===== config.mk =====
export PLATFORM = sky130hd
export DESIGN_NAME = dram_phy_top
export DESIGN_NICKNAME = d
export VERILOG_FILES = /design/src/source/dram_phy_pkg.sv /design/src/source/dram_command_retimer.sv /design/src/source/dq_pin_bank.sv /design/src/source/dram_strobe_lanes.sv /design/src/source/dram_phy_top.sv
export SDC_FILE = /design/constraint.sdc
export NUM_CORES = 1
export LEC_CHECK = 0
export ABC_AREA = 1
export BUFFER_PORTS_ARGS = -buffer_cell sky130_fd_sc_hd__buf_2
export CELL_PAD_IN_SITES_DETAIL_PLACEMENT = 0
export CELL_PAD_IN_SITES_GLOBAL_PLACEMENT = 1
export CORE_ASPECT_RATIO = 0.8
export CORE_UTILIZATION = 29
export DETAILED_ROUTE_END_ITERATION = 12
export PLACE_DENSITY_LB_ADDON = 0.1
export SLEW_MARGIN = 20
export SYNTH_ARGS = -nofsm -noshare
export SYNTH_HDL_FRONTEND = slang
export SYNTH_HIERARCHICAL = 1
export SYNTH_SLANG_ARGS = --single-unit
export TNS_END_PERCENT = 30

===== constraint.sdc =====
create_clock -name int_drm_clock_buffered -period 1.65 [get_ports int_drm_clock_buffered]
set_input_delay 0.165 -clock int_drm_clock_buffered [delete_from_list [all_inputs] [get_ports int_drm_clock_buffered]]
set_output_delay 0.165 -clock int_drm_clock_buffered [all_outputs]
set_load 0.01 [all_outputs]

===== src/source/dram_phy_pkg.sv =====
/* shared widths, idle command and packed pin structs for the DRAM retiming layer
   referenced by scoped name from the RTL and the testbench */
package dram_phy_pkg;

    // pad data bits per clock edge
    localparam int DQ_WIDTH = 16;

    // controller word carries both edges of one clock
    localparam int WORD_WIDTH = 2 * DQ_WIDTH;

    // one mask and one strobe per byte lane
    localparam int BYTE_LANES = 2;

    // mask bits per controller word, both edges of every lane
    localparam int DQM_WIDTH = 2 * BYTE_LANES;

    // chip selects, and the number of clock enable copies
    localparam int RANKS = 2;

    localparam int BANK_WIDTH = 2;
    localparam int ADDR_WIDTH = 13;

    // command fields as seen on the DRAM pins, all active low except ba and a
    typedef struct packed {
        logic [RANKS-1:0]      s_n;
        logic                  ras_n;
        logic                  cas_n;
        logic                  we_n;
        logic [BANK_WIDTH-1:0] ba;
        logic [ADDR_WIDTH-1:0] a;
    } dram_cmd_t;

    // deselect on every rank, which the DRAM reads as no operation
    localparam dram_cmd_t CMD_IDLE = '{
        s_n:   {RANKS{1'b1}},
        ras_n: 1'b1,
        cas_n: 1'b1,
        we_n:  1'b1,
        ba:    '0,
        a:     '0
    };

    // write side of the controller for one clock
    typedef struct packed {
        logic [WORD_WIDTH-1:0] dq;
        logic [DQM_WIDTH-1:0]  dqm;
        logic                  dqoe;
        logic [BYTE_LANES-1:0] dqs_low;
        logic [BYTE_LANES-1:0] dqs_high;
    } dram_write_t;

    // the two edge values of the DQ pads
    typedef struct packed {
        logic [DQ_WIDTH-1:0] high;
        logic [DQ_WIDTH-1:0] low;
    } dq_pair_t;

    // per-lane values for the two halves of a clock
    typedef struct packed {
        logic [BYTE_LANES-1:0] high;
        logic [BYTE_LANES-1:0] low;
    } lane_pair_t;

endpackage


===== src/source/dram_command_retimer.sv =====
/* command and clock enable retiming between the DDR controller and the pins
   hold stage plus pin stage for commands, one registered cke copy per rank */
module dram_command_retimer
(
    input  logic                                int_drm_clock_buffered,
    input  logic                                system_reset_in,

    input  dram_phy_pkg::dram_cmd_t             cmd_next,
    input  logic                                cke_next,

    output dram_phy_pkg::dram_cmd_t             cmd_pins,
    output logic [dram_phy_pkg::RANKS-1:0]      cke_pins
);

    // first stage, sampled from the controller
    dram_phy_pkg::dram_cmd_t cmd_hold;

    // both stages come out of reset at deselect
    always_ff @(posedge int_drm_clock_buffered or posedge system_reset_in)
    begin
        if (system_reset_in)
        begin
            cmd_hold <= dram_phy_pkg::CMD_IDLE;
        end
        else
        begin
            cmd_hold <= cmd_next;
        end
    end

    // pin stage, stands in for the later clock phase of the pad drive
    always_ff @(posedge int_drm_clock_buffered or posedge system_reset_in)
    begin
        if (system_reset_in)
        begin
            cmd_pins <= dram_phy_pkg::CMD_IDLE;
        end
        else
        begin
            cmd_pins <= cmd_hold;
        end
    end

    // cke takes a single stage, slow output
    // each rank gets its own flop so it can sit next to its pad
    for (genvar r = 0; r < dram_phy_pkg::RANKS; r++)
    begin : g_cke_rank
        logic cke_q;

        always_ff @(posedge int_drm_clock_buffered or posedge system_reset_in)
        begin
            if (system_reset_in)
            begin
                cke_q <= 1'b0;
            end
            else
            begin
                cke_q <= cke_next;
            end
        end

        assign cke_pins[r] = cke_q;
    end

endmodule


===== src/source/dq_pin_bank.sv =====
/* DQ pad registers: splits the controller word into edge halves with the output
   enable, and merges the captured input halves back into one read word */
module dq_pin_bank
(
    input  logic                                    int_drm_clock_buffered,
    input  logic                                    system_reset_in,

    // write side from the controller
    input  logic [dram_phy_pkg::WORD_WIDTH-1:0]     dq_next,
    input  logic                                    dqoe_next,

    // values captured at the pads on the two edges
    input  dram_phy_pkg::dq_pair_t                  dq_in,

    output dram_phy_pkg::dq_pair_t                  dq_out,
    output logic                                    dq_oe,
    output logic [dram_phy_pkg::WORD_WIDTH-1:0]     read_word
);

    // edge halves of the controller word
    dram_phy_pkg::dq_pair_t dq_split;

    // upper half goes out while the clock is high
    assign dq_split.high = dq_next[dram_phy_pkg::WORD_WIDTH-1:dram_phy_pkg::DQ_WIDTH];
    assign dq_split.low  = dq_next[dram_phy_pkg::DQ_WIDTH-1:0];

    // write data registers
    always_ff @(posedge int_drm_clock_buffered or posedge system_reset_in)
    begin
        if (system_reset_in)
        begin
            dq_out <= '0;
        end
        else
        begin
            dq_out <= dq_split;
        end
    end

    // pads stay released until the controller asks to drive
    always_ff @(posedge int_drm_clock_buffered or posedge system_reset_in)
    begin
        if (system_reset_in)
        begin
            dq_oe <= 1'b0;
        end
        else
        begin
            dq_oe <= dqoe_next;
        end
    end

    // read capture
    // high edge data lands in the upper bits, same order as the write word
    always_ff @(posedge int_drm_clock_buffered or posedge system_reset_in)
    begin
        if (system_reset_in)
        begin
            read_word <= '0;
        end
        else
        begin
            read_word <= {dq_in.high, dq_in.low};
        end
    end

endmodule


===== src/source/dram_strobe_lanes.sv =====
/* per byte lane data mask and data strobe registers for the DDR pads
   strobe enables follow the DQ enable with one flop per lane */
module dram_strobe_lanes
(
    input  logic                                    int_drm_clock_buffered,
    input  logic                                    system_reset_in,

    input  logic [dram_phy_pkg::DQM_WIDTH-1:0]      dqm_next,
    input  logic [dram_phy_pkg::BYTE_LANES-1:0]     dqs_low_next,
    input  logic [dram_phy_pkg::BYTE_LANES-1:0]     dqs_high_next,
    input  logic                                    dqoe_next,

    output dram_phy_pkg::lane_pair_t                dqm_out,
    output dram_phy_pkg::lane_pair_t                dqs_out,
    output logic [dram_phy_pkg::BYTE_LANES-1:0]     dqs_oe
);

    // mask bits 3..2 belong to the high half, 1..0 to the low half
    always_ff @(posedge int_drm_clock_buffered or posedge system_reset_in)
    begin
        if (system_reset_in)
        begin
            dqm_out <= '0;
        end
        else
        begin
            dqm_out.high <= dqm_next[dram_phy_pkg::DQM_WIDTH-1:dram_phy_pkg::BYTE_LANES];
            dqm_out.low  <= dqm_next[dram_phy_pkg::BYTE_LANES-1:0];
        end
    end

    // both strobe phases
    always_ff @(posedge int_drm_clock_buffered or posedge system_reset_in)
    begin
        if (system_reset_in)
        begin
            dqs_out <= '0;
        end
        else
        begin
            dqs_out.high <= dqs_high_next;
            dqs_out.low  <= dqs_low_next;
        end
    end

    // separate enable flop per lane, kept apart for pad placement
    for (genvar l = 0; l < dram_phy_pkg::BYTE_LANES; l++)
    begin : g_dqs_lane
        logic oe_q;

        always_ff @(posedge int_drm_clock_buffered or posedge system_reset_in)
        begin
            if (system_reset_in)
            begin
                oe_q <= 1'b0;
            end
            else
            begin
                oe_q <= dqoe_next;
            end
        end

        assign dqs_oe[l] = oe_q;
    end

endmodule


===== src/source/dram_phy_top.sv =====
/* DRAM retiming layer between a DDR controller and its pads
   command path, DQ write and read capture, and mask and strobe lanes */
module dram_phy_top
(
    input  logic                                    int_drm_clock_buffered,
    input  logic                                    system_reset_in,

    // controller side, sampled every rising edge
    input  dram_phy_pkg::dram_cmd_t                 cmd_next,
    input  logic                                    cke_next,
    input  dram_phy_pkg::dram_write_t               wr_next,

    // captured pad input halves
    input  dram_phy_pkg::dq_pair_t                  dq_in,

    // pad side
    output dram_phy_pkg::dram_cmd_t                 cmd_pins,
    output logic [dram_phy_pkg::RANKS-1:0]          cke_pins,
    output dram_phy_pkg::dq_pair_t                  dq_out,
    output logic                                    dq_oe,
    output dram_phy_pkg::lane_pair_t                dqm_out,
    output dram_phy_pkg::lane_pair_t                dqs_out,
    output logic [dram_phy_pkg::BYTE_LANES-1:0]     dqs_oe,

    // read word back to the controller
    output logic [dram_phy_pkg::WORD_WIDTH-1:0]     read_word
);

    // command and clock enable, two stages and one stage
    dram_command_retimer u_cmd
    (
        .int_drm_clock_buffered (int_drm_clock_buffered),
        .system_reset_in        (system_reset_in),
        .cmd_next               (cmd_next),
        .cke_next               (cke_next),
        .cmd_pins               (cmd_pins),
        .cke_pins               (cke_pins)
    );

    // data word and its enable, plus the read capture
    dq_pin_bank u_dq
    (
        .int_drm_clock_buffered (int_drm_clock_buffered),
        .system_reset_in        (system_reset_in),
        .dq_next                (wr_next.dq),
        .dqoe_next              (wr_next.dqoe),
        .dq_in                  (dq_in),
        .dq_out                 (dq_out),
        .dq_oe                  (dq_oe),
        .read_word              (read_word)
    );

    // mask and strobe lanes share the same enable as dq
    dram_strobe_lanes u_strobe
    (
        .int_drm_clock_buffered (int_drm_clock_buffered),
        .system_reset_in        (system_reset_in),
        .dqm_next               (wr_next.dqm),
        .dqs_low_next           (wr_next.dqs_low),
        .dqs_high_next          (wr_next.dqs_high),
        .dqoe_next              (wr_next.dqoe),
        .dqm_out                (dqm_out),
        .dqs_out                (dqs_out),
        .dqs_oe                 (dqs_oe)
    );

endmodule


Yosys cells after proc, flatten, opt, wreduce, memory -nomap -nowiden
Index checks and enable logic that the tools add are counted.
- input bits: 96
- memories kept: 0
- RAM bits: 0
- register bits after elaboration: 114
- ROM bits: 0
- latch bits: 0
- logic and storage cells: 21
- bitwise gates (word level): 0
- reductions and logical operators: 0
- shift-type cells: 0
- $add $sub $neg: 0
- multiply operators: 0
- magnitude comparators: 0
- equality and inequality tests: 0
- divide/modulo/power cells: 0
- multiplexer cells: 0

Longest topological paths before layout
Gate-level depths: netlist (run 1).
- depth in word-level cells: 0
- depth in mapped cells: 1

Cells and area by module
Netlist (run 1), hierarchy kept.
- by module, submodules not included (module ; cells each ; times used ; area an instance (sq um)):
    dq_pin_bank ; 66 ; 1 ; 1630.3
    dram_command_retimer ; 44 ; 1 ; 1057.3
    dram_strobe_lanes ; 12 ; 1 ; 244.0

Worst setup path after synthesis (run 1)
Ideal clock, no wire load.
- path type: register -> output
- from: register u_cmd/cmd_pins[15] (netlist name)
- to: output port cmd_pins[15] (netlist bit)
- required time: 1.485 ns
- path slack: 0.965 ns
- arrival time: 0.520 ns
- stages on the path, launching flop included: 1
- path buffers: 0
- path through: dfstp_2
- RTL lines (item ; line ; RTL):
    end, declared ; dram_phy_top.sv:17 ; output dram_phy_pkg::dram_cmd_t cmd_pins,
No word-level cell between the ends.

Worst setup path after layout (run 1)
- from: register u_cmd/cmd_pins[17] (netlist name)
- to: output port cmd_pins[17] (netlist bit)
No word-level cell between the ends.

==> results of run 1 <==
[sequential cells by signal (all words and copies together) (netlist names)]
name                      flops
u_cmd/cmd_hold               20
u_cmd/cmd_pins               20
u_cmd/g_cke_rank.cke_q        1
u_dq/dq_oe                    1
u_dq/dq_out                  32
u_dq/read_word               32
u_strobe/dqm_out              4
u_strobe/dqs_out              4
u_strobe/g_dqs_lane.oe_q      1
[worst min-delay path: cells and delay by family]
kind	cells	cell delay (ps)
buffers and inverters	3	950
[per-layer routing]
layer | vias up | global-route usage (%) | wire (um)
met3 | 12 | 7.53 | 632
met1 | 1023 | 14.1 | 2630
met5 | - | 0 | 0
li1 | 981 | - | -
met2 | 115 | 26.5 | 3860
met4 | 0 | 8.44 | 136
[power by group through the flow]
stage | Combinational, uW | Clock (uW) | Sequential (uW)
floorplan | 51.5 | 0 | 3120
global placement | 372 | 0 | 3050
detailed placement | 372 | 0 | 3050
CTS | 550 | 3350 | 3010
global route | 595 | 3490 | 3020
finish | 545 | 3260 | 3010
[placed cells by master, fill, tap and decap left out, drive strengths merged]
cell type    instances
buf                194
bufinv               1
clkbuf              24
clkinv               5
clkinvlp             1
dfrtp              105
dfstp               10
dlygate4sd3         95
inv                  2
[repair_timing]
item                      CTS  global route
hold buffers               95             0
hold endpoints to repair  200             0
setup buffers               0             0
[final timing paths]
kind,end
hold reg to reg,u_cmd/cmd_pins[13]$_DFF_PP0_
min in group int_drm_clock_buffered,u_cmd/cmd_pins[13]$_DFF_PP0_
setup reg to reg,u_cmd/cmd_pins[16]$_DFF_PP1_
max in group asynchronous,u_cmd/cmd_hold[18]$_DFF_PP1_
setup / recovery,cmd_pins[17]
hold / removal,u_strobe/dqs_out[3]$_DFF_PP0_
[area by class of cell]
cell class / instances / share of cell area (%)
flip-flops and latches: 115 / 52.1
repair buffers: 289 / 34.9
clock buffers: 24 / 8.68
well taps: 136 / 3.07
clock inverters: 6 / 0.992
inverters: 3 / 0.270
[cells by family (layout without fill, tap and decap cells)]
group / after synthesis / count (layout) / share of synthesized area, %
buf+inv: 7 / 322 / 1.41
flops: 115 / 115 / 98.6
[synth_stat cells]
library cell | count | share of area (%)
buf_4 | 4 | 1.0
dfrtp_1 | 105 | 90
dfstp_2 | 10 | 9.0
inv_1 | 3 | 0.38
[metrics by stage]
stage	power [uW]	utilization [%]
floorplan	3180	-
global placement	3420	41.8
detailed placement	3430	41.8
CTS	6910	57.1
global route	7110	57.1
finish	6820	57.1
==> metrics, run 1 <==
status finished clean; residual DRC count 0; worst setup path start u_cmd/cmd_pins[17]$_DFF_PP1_; # rows 32; post-synthesis average cell area 24.0 um2; register share of total power 44.2%; placed cells 448; relative slew slack 67.1%; worst r2r src u_cmd/cmd_hold[16]$_DFF_PP1_; crit path max fanout 1; Fmax achieved 0.847 GHz; register area 2890 um2; Antenna Nets Post-Route 0; Critical Path RT 1480 ps; Setup crit end kind output pin; # resized after CTS 0; router iterations before antenna repair 4; drt wl/cell 12.7 um; Tmin final 1180 ps; vias in the first global route 2374; Syn. warnings 6; CTS tree yes; largest net degree at the start of global routing 66; Die Width 114 um; initial antenna violation count 0; Die Area 10500 um2; crit-path leading delay family flip-flops; post-synth cell types 4; CTS clk-pin slew, worst paths 50 ps; Total Wirelength 7.26 mm; RSZ-0062 raised after global routing no; Max stage delay on crit path 510 ps; post-synthesis instance total 122; Sum Neg Setup Slack 0 ps; Final Hold Viols 0; sw frac 20.2%; routability cong. 0.672; clock share of power 47.8%; I/O Buffers 192; Crit Path Category reg -> out; GR Util All Layers 15.1%; Die Height 91.9 um; Post-Syn Area 2930 um2; Root Buffer clkbuf_16; Reg2Reg Setup Slack 1080 ps; Buf+Inv Stages, Crit Path 1; Final Skew 2.63 ps; multi-input gate count 0; Comb power frac 8.0%; share of the yosys chip area belonging to registers 98.6%; period utilization 71.6%; Final WS setup 469 ps; Psw 1380 uW; Hold Crit Class in -> async; area of the multi-input gates 0 um2; Arr. time, crit path 1020 ps; post-synth net total 218; flops & latches, synth 115; critical-path cell list buf_2; Num CTS Buffers 17; DP HPWL 4.32 mm; area delta synth->final 89.4%; fin area 5550 um2; nets 522; P_leak 0.00278 uW; Area after DPL 4060 um2; gr ovfl total 0; Max Buffers Root-to-Sink 2; I/O pin count 193; Final Non-Filler Cells 573; maximum vdd drop 0.837 mV; Slew Limit Fails 0; Pint 5440 uW; CP Depth 1; Slowest cell on crit path dfstp_2; starting DRC count in detailed routing 44; number of vias per cell 3.72; DR vias 2131; Worst-Skew Late Latency 390 ps; number of max-cap violations 0; layout cells sized above 1 52.9%; Fillers 806; dpl ws 872 ps; Antenna Diode Count 0; Core Area 9730 um2; measured slew at the worst slew-check pin 493 ps; PD cells 1230 nW/um2; CP Launch Type register; CTS HTree Levels 4; first-pass GRT wire length 11.3 mm; reg2reg path depth 0; Fin Hold WS 327 ps; CTS sink count 115; initial core utilization 30.1%; Final setup viols 0
(Power assumes the default switching activity.)
==> inputs of run 2 (changes only) <==
Clock period 1.65 ns to 1 ns, I/O delays scaled along.
==> run 2 against run 1 <==
  * The run now ends with negative setup slack left
  * Worst hold slack lost 78 ps
  * Utilization grew 3.4 points
  * Sequential power grew 65%
  * Clock power grew 95%
  * Via count grew 1.4%
  * Power grew 81%
  * Design area grew 5.9%
  * Register-to-register slack lost 660 ps
  * Worst setup slack lost 600 ps
  * Sequential cell count is the same
  * Largest power group unchanged
==> metrics, run 2 (synthesis gave the netlist of run 1 again) <==
status finished with violations; failing checks negative setup slack; initial core utilization 30.1% (unchanged); Num CTS Buffers 17 (unchanged); first-pass GRT wire length 11.8 mm (+4.4%); Sum Neg Setup Slack -705 ps (-705 ps); Critical Path RT 900 ps (-580 ps); crit-path leading delay family flip-flops; largest net degree at the start of global routing 42 (-36%); Max Buffers Root-to-Sink 2 (unchanged); met2 Use GR 27.1% (+0.66 points); DR vias 2161 (+1.4%); Slowest cell on crit path dfstp_2; Most Used Layer, Global Route met2; Buf+Inv Stages, Crit Path 1 (unchanged); relative slew slack 77.4% (+10 points); RSZ-0062 raised after global routing yes; multi-input gate count 0 (unchanged); CP Launch Type register; Fin Hold WS 249 ps (-77.7 ps); period utilization 113%; Antenna Diode Count 0 (unchanged); Hold Crit Class in -> async; area of the multi-input gates 0 um2 (unchanged); Arr. time, crit path 1030 ps (about the same); commonest non-fill, non-tap cell in the layout buf_2; GR Util All Layers 15.7% (+0.67 points); Total Wirelength 7.43 mm (+2.4%); vias in the first global route 2427 (+2.2%); maximum vdd drop 1.71 mV (+100%); CTS sink count 115 (unchanged); P_leak 0.00290 uW (+4.6%); largest registers u_dq/dq_out: 32 flops, u_dq/read_word: 32 flops; reg2reg path depth 0 (unchanged); Max stage delay on crit path 530 ps (+20 ps); measured slew at the worst slew-check pin 339 ps (-155 ps); starting DRC count in detailed routing 70 (+59%); residual DRC count 0 (unchanged); CP Depth 1 (unchanged); Worst-Skew Late Latency 400 ps (about the same); CTS clk-pin slew, worst paths 50 ps (about the same); Die Area 10500 um2 (unchanged); most frequent cells in the layout buf_2 (160), dfrtp_1 (105), dlygate4sd3_1 (95); Slew Limit Fails 0 (unchanged); fin area 5880 um2 (+5.9%); Tmin final 1130 ps; Final Skew 4.41 ps (+1.78 ps); drt wl/cell 12.9 um (+1.6%); PD cells 2100 nW/um2 (+71%); Antenna Nets Post-Route 0 (unchanged); crit path max fanout 1 (unchanged); total setup buffers inserted after CTS 0 (unchanged); number of vias per cell 3.75 (+0.70%); Fmax achieved 0.888 GHz; Fillers 764 (-5.2%); Final Hold Viols 0 (unchanged); Area after DPL 4090 um2 (+0.68%); layout cells sized above 1 54.0% (+1.1 points); number of max-cap violations 0 (unchanged); gr ovfl total 0 (unchanged); routability cong. 0.722 (+7.3%); critical-path cell list buf_6; Die Height 91.9 um (unchanged); nets 524 (+0.38%); CTS HTree Levels 4 (unchanged); Final setup viols 20 (+20); # rows 32 (unchanged); Setup crit end kind output pin; router iterations before antenna repair 2 (-2); met1 Use GR 15.4% (+1.3 points); area delta synth->final 101%; initial antenna violation count 0 (unchanged); Die Width 114 um (unchanged); Root Buffer clkbuf_16; Final WS setup -127 ps (-595 ps); Crit Path Category reg -> out; I/O pin count 193 (unchanged); CTS tree yes; Core Area 9730 um2 (unchanged); I/O Buffers 192 (unchanged); met3 Track Usage GR 6.41% (-1.1 points)
==> run 2: cell types whose count changed in the layout (fill, tap and decap cells not counted) <==
cell / delta
buf_12: +1
buf_2: -32
buf_4: +1
buf_6: +32
bufinv_16: +3
clkbuf_1: -3
clkbuf_8: +1
clkinvlp_4: +1
==> run 2: stage by stage <==
stage                     utilization (%)  instances  setup slack, ps  power [uW]
final                                60.4        577             -127       12300
after global routing                 60.4        577             -166       12800
after CTS                            59.6        577             -154       12500
after detailed placement             42.1        450              278        5670
after global placement               42.1        450              289        5660
after floorplan                         -        122            -29.5        5240
==> run 2: final cells by class <==
type | instances | area (um2) | area share [%]
well taps | 136 | 170 | 2.89
clock inverters | 10 | 153 | 2.60
flip-flops and latches | 115 | 2890 | 49.2
repair buffers | 291 | 2170 | 36.9
clock buffers | 22 | 484 | 8.24
inverters | 3 | 15.0 | 0.255
==> run 2: path summary, 6_finish.rpt <==
| kind | from | endpoint | slack (ps) |
|---|---|---|---|
| max in group asynchronous | system_reset_in | u_dq/read_word[24]$_DFF_PP0_ | 250 |
| hold reg to reg | u_cmd/cmd_hold[11]$_DFF_PP0_ | u_cmd/cmd_pins[11]$_DFF_PP0_ | 340 |
| min in group int_drm_clock_buffered | dq_in[10] | u_dq/read_word[10]$_DFF_PP0_ | 330 |
| setup / recovery | u_cmd/cmd_pins[16]$_DFF_PP1_ | cmd_pins[16] | -130 |
| setup reg to reg | u_cmd/cmd_hold[16]$_DFF_PP1_ | u_cmd/cmd_pins[16]$_DFF_PP1_ | 420 |
| hold / removal | system_reset_in | u_strobe/dqm_out[3]$_DFF_PP0_ | 250 |
==> run 2: repair_timing <==
item                                    in CTS  in global routing
hold endpoints to repair                   178                  0
endpoints found under the setup margin      96                 97
gates cloned                                 0                  0
hold buffers                                95                  0
gates resized for setup                     19                 13
==> run 2: worst min-delay path, delay by kind of cell <==
family   cells  cell delay [ps]
buf+inv      3              960
==> run 2: power breakdown <==
group	internal, uW	leakage (uW)	switching (uW)	total, uW
combinational	601	0.00126	387	988
clock	4400	0.000316	1960	6370
sequential	4910	0.00133	70.8	4980
total	9920	0.00290	2420	12300
==> run 2: routing by layer <==
layer  wire length, um  part of all wire, %  vias to the layer above
li1                  -                    -                      985
met1              2690                   36                     1052
met2              3980                   54                      108
met3               596                  8.0                       16
met4               169                  2.3                        0
met5                 0                    0                        -
==> inputs of run 3 (changes only) <==
Settings changed: PLACE_DENSITY set to 0.73, PLACE_DENSITY_LB_ADDON 0.1 to unset.
==> run 3 against run 2 <==
  * The run still ends with negative setup slack left
  * Highest routed layer unchanged
  * Utilization down 0.68 points
  * Clock power fell by 6.1%
  * Sequential cell count unchanged
  * Design area is 1.1% lower
  * Sequential share of layout area is 0.56 points higher
  * Global-route usage up 0.19 points
  * Critical endpoint is now cmd_pins[19]
==> metrics, run 3 (synthesis gave the netlist of run 1 again) <==
status finished with violations; failing checks negative setup slack; area of the multi-input gates 0 um2 (unchanged); GR Util All Layers 15.9% (+0.19 points); starting DRC count in detailed routing 37 (-47%); Num CTS Buffers 17 (unchanged); crit path max fanout 1 (unchanged); DR vias 2188 (+1.2%); Slowest cell on crit path dfstp_2; routability cong. 0.662 (-8.2%); CTS HTree Levels 4 (unchanged); Die Area 10500 um2 (unchanged); commonest non-fill, non-tap cell in the layout buf_2; Root Buffer clkbuf_16; Worst-Skew Late Latency 400 ps (about the same); number of max-cap violations 0 (unchanged); Antenna Diode Count 0 (unchanged); multi-input gate count 0 (unchanged); Die Height 91.9 um (unchanged); DP HPWL 4.70 mm; Hold Crit Class in -> async; RSZ-0062 raised after global routing yes; layout cells sized above 1 53.9% (-0.10 points); Core Area 9730 um2 (unchanged); first-pass GRT wire length 12.0 mm (+1.5%); Setup crit end kind output pin; I/O pin count 193 (unchanged); CTS clk-pin slew, worst paths 50 ps (about the same); drt wl/cell 13.2 um (+2.6%); I/O Buffers 192 (unchanged); Critical Path RT 900 ps (about the same); PD cells 2060 nW/um2 (-2.1%); Total Wirelength 7.61 mm (+2.4%); P_leak 0.00284 uW (-2.0%); Antenna Nets Post-Route 0 (unchanged); Final Skew 2.05 ps (-2.37 ps); Final Hold Viols 0 (unchanged); Fin Hold WS 216 ps (-33.1 ps); Fmax achieved 0.890 GHz (+0.32%); relative slew slack 77.9% (+0.48 points); residual DRC count 0 (unchanged); Slew Limit Fails 0 (unchanged); Final WS setup -123 ps (+3.55 ps); critical-path cell list buf_6; vias in the first global route 2509 (+3.4%); largest registers u_dq/dq_out: 32 flops, u_dq/read_word: 32 flops; Reg2Reg Setup Slack 430 ps (about the same); crit-path leading delay family flip-flops; gr ovfl total 0 (unchanged); total setup buffers inserted after CTS 0 (unchanged); CP Depth 1 (unchanged); area delta synth->final 98.3%; final core utilization 59.7% (-0.68 points); Max Buffers Root-to-Sink 2 (unchanged); Crit Path Category reg -> out; reg2reg path depth 0 (unchanged); Max stage delay on crit path 530 ps (about the same); measured slew at the worst slew-check pin 331 ps (-7.25 ps); CP Launch Type register; most frequent cells in the layout buf_2 (166), dfrtp_1 (105), dlygate4sd3_1 (95); CTS sink count 115 (unchanged); initial antenna violation count 0 (unchanged); # rows 32 (unchanged); Tmin final 1120 ps (-3.55 ps); Final setup viols 20 (unchanged); Arr. time, crit path 1020 ps (about the same); number of vias per cell 3.80 (+1.4%); Die Width 114 um (unchanged); largest net degree at the start of global routing 42 (unchanged); nets 523 (-0.19%); period utilization 112% (-0.35 points); Buf+Inv Stages, Crit Path 1 (unchanged); initial core utilization 30.1% (unchanged); router iterations before antenna repair 4 (+2); maximum vdd drop 1.50 mV (-12%); CTS tree yes
[run 3: changes by cell type in the layout (fill, tap and decap cells not counted), sizes merged]
cell	before	now
buf	196	195
bufinv	4	3
clkinvlp	2	9
clkbuf	22	19
clkinv	5	2
[run 3: worst paths after layout]
kind	startpoint	endpoint
setup / recovery	u_cmd/cmd_pins[19]$_DFF_PP1_	cmd_pins[19]
hold / removal	system_reset_in	u_dq/read_word[12]$_DFF_PP0_
setup reg to reg	u_cmd/cmd_hold[15]$_DFF_PP1_	u_cmd/cmd_pins[15]$_DFF_PP1_
hold reg to reg	u_cmd/cmd_hold[1]$_DFF_PP0_	u_cmd/cmd_pins[1]$_DFF_PP0_
max in group asynchronous	system_reset_in	u_dq/read_word[9]$_DFF_PP0_
min in group int_drm_clock_buffered	wr_next[16]	u_dq/dq_out[7]$_DFF_PP0_
[run 3: area by class of cell]
class                   count  area (um2)
clock inverters            13         160
flip-flops and latches    115        2890
inverters                   3        15.0
clock buffers              19         443
well taps                 136         170
repair buffers            290        2130
fillers                   749        3920
[run 3: through the flow]
| step | instances | setup TNS, ps | power (uW) | worst slack [ps] | area (um2) |
|---|---|---|---|---|---|
| after floorplan | 122 | -913 | 5240 | -29.5 | 2940 |
| after global placement | 449 | 0 | 5650 | 294 | 4100 |
| after detailed placement | 449 | 0 | 5680 | 287 | 4100 |
| after CTS | 576 | -1870 | 12000 | -141 | 5710 |
| after global routing | 576 | -4340 | 12500 | -173 | 5810 |
| final | 576 | -735 | 11900 | -123 | 5810 |
[run 3: power breakdown]
| part | internal [uW] | leakage, uW | switching (uW) |
|---|---|---|---|
| Combinational | 590 | 0.00125 | 392 |
| Clock | 3960 | 0.000269 | 2020 |
| Sequential | 4910 | 0.00133 | 72.1 |
[run 3: what timing repair did]
item,CTS,global route
hold endpoints to repair,200,0
pin swaps,0,0
resized for setup,10,16
setup endpoints to repair,82,97
cloned,0,0
hold buffers,95,0
[run 3: per-layer routing]
layer | global-route usage, % | share of wire [%] | up-vias | routed length, um
li1 | - | - | 982 | -
met1 | 16.5 | 37 | 1077 | 2850
met2 | 26.9 | 53 | 116 | 4040
met3 | 7.67 | 7.8 | 13 | 592
met4 | 7.90 | 1.8 | 0 | 137
met5 | 0 | 0 | - | 0
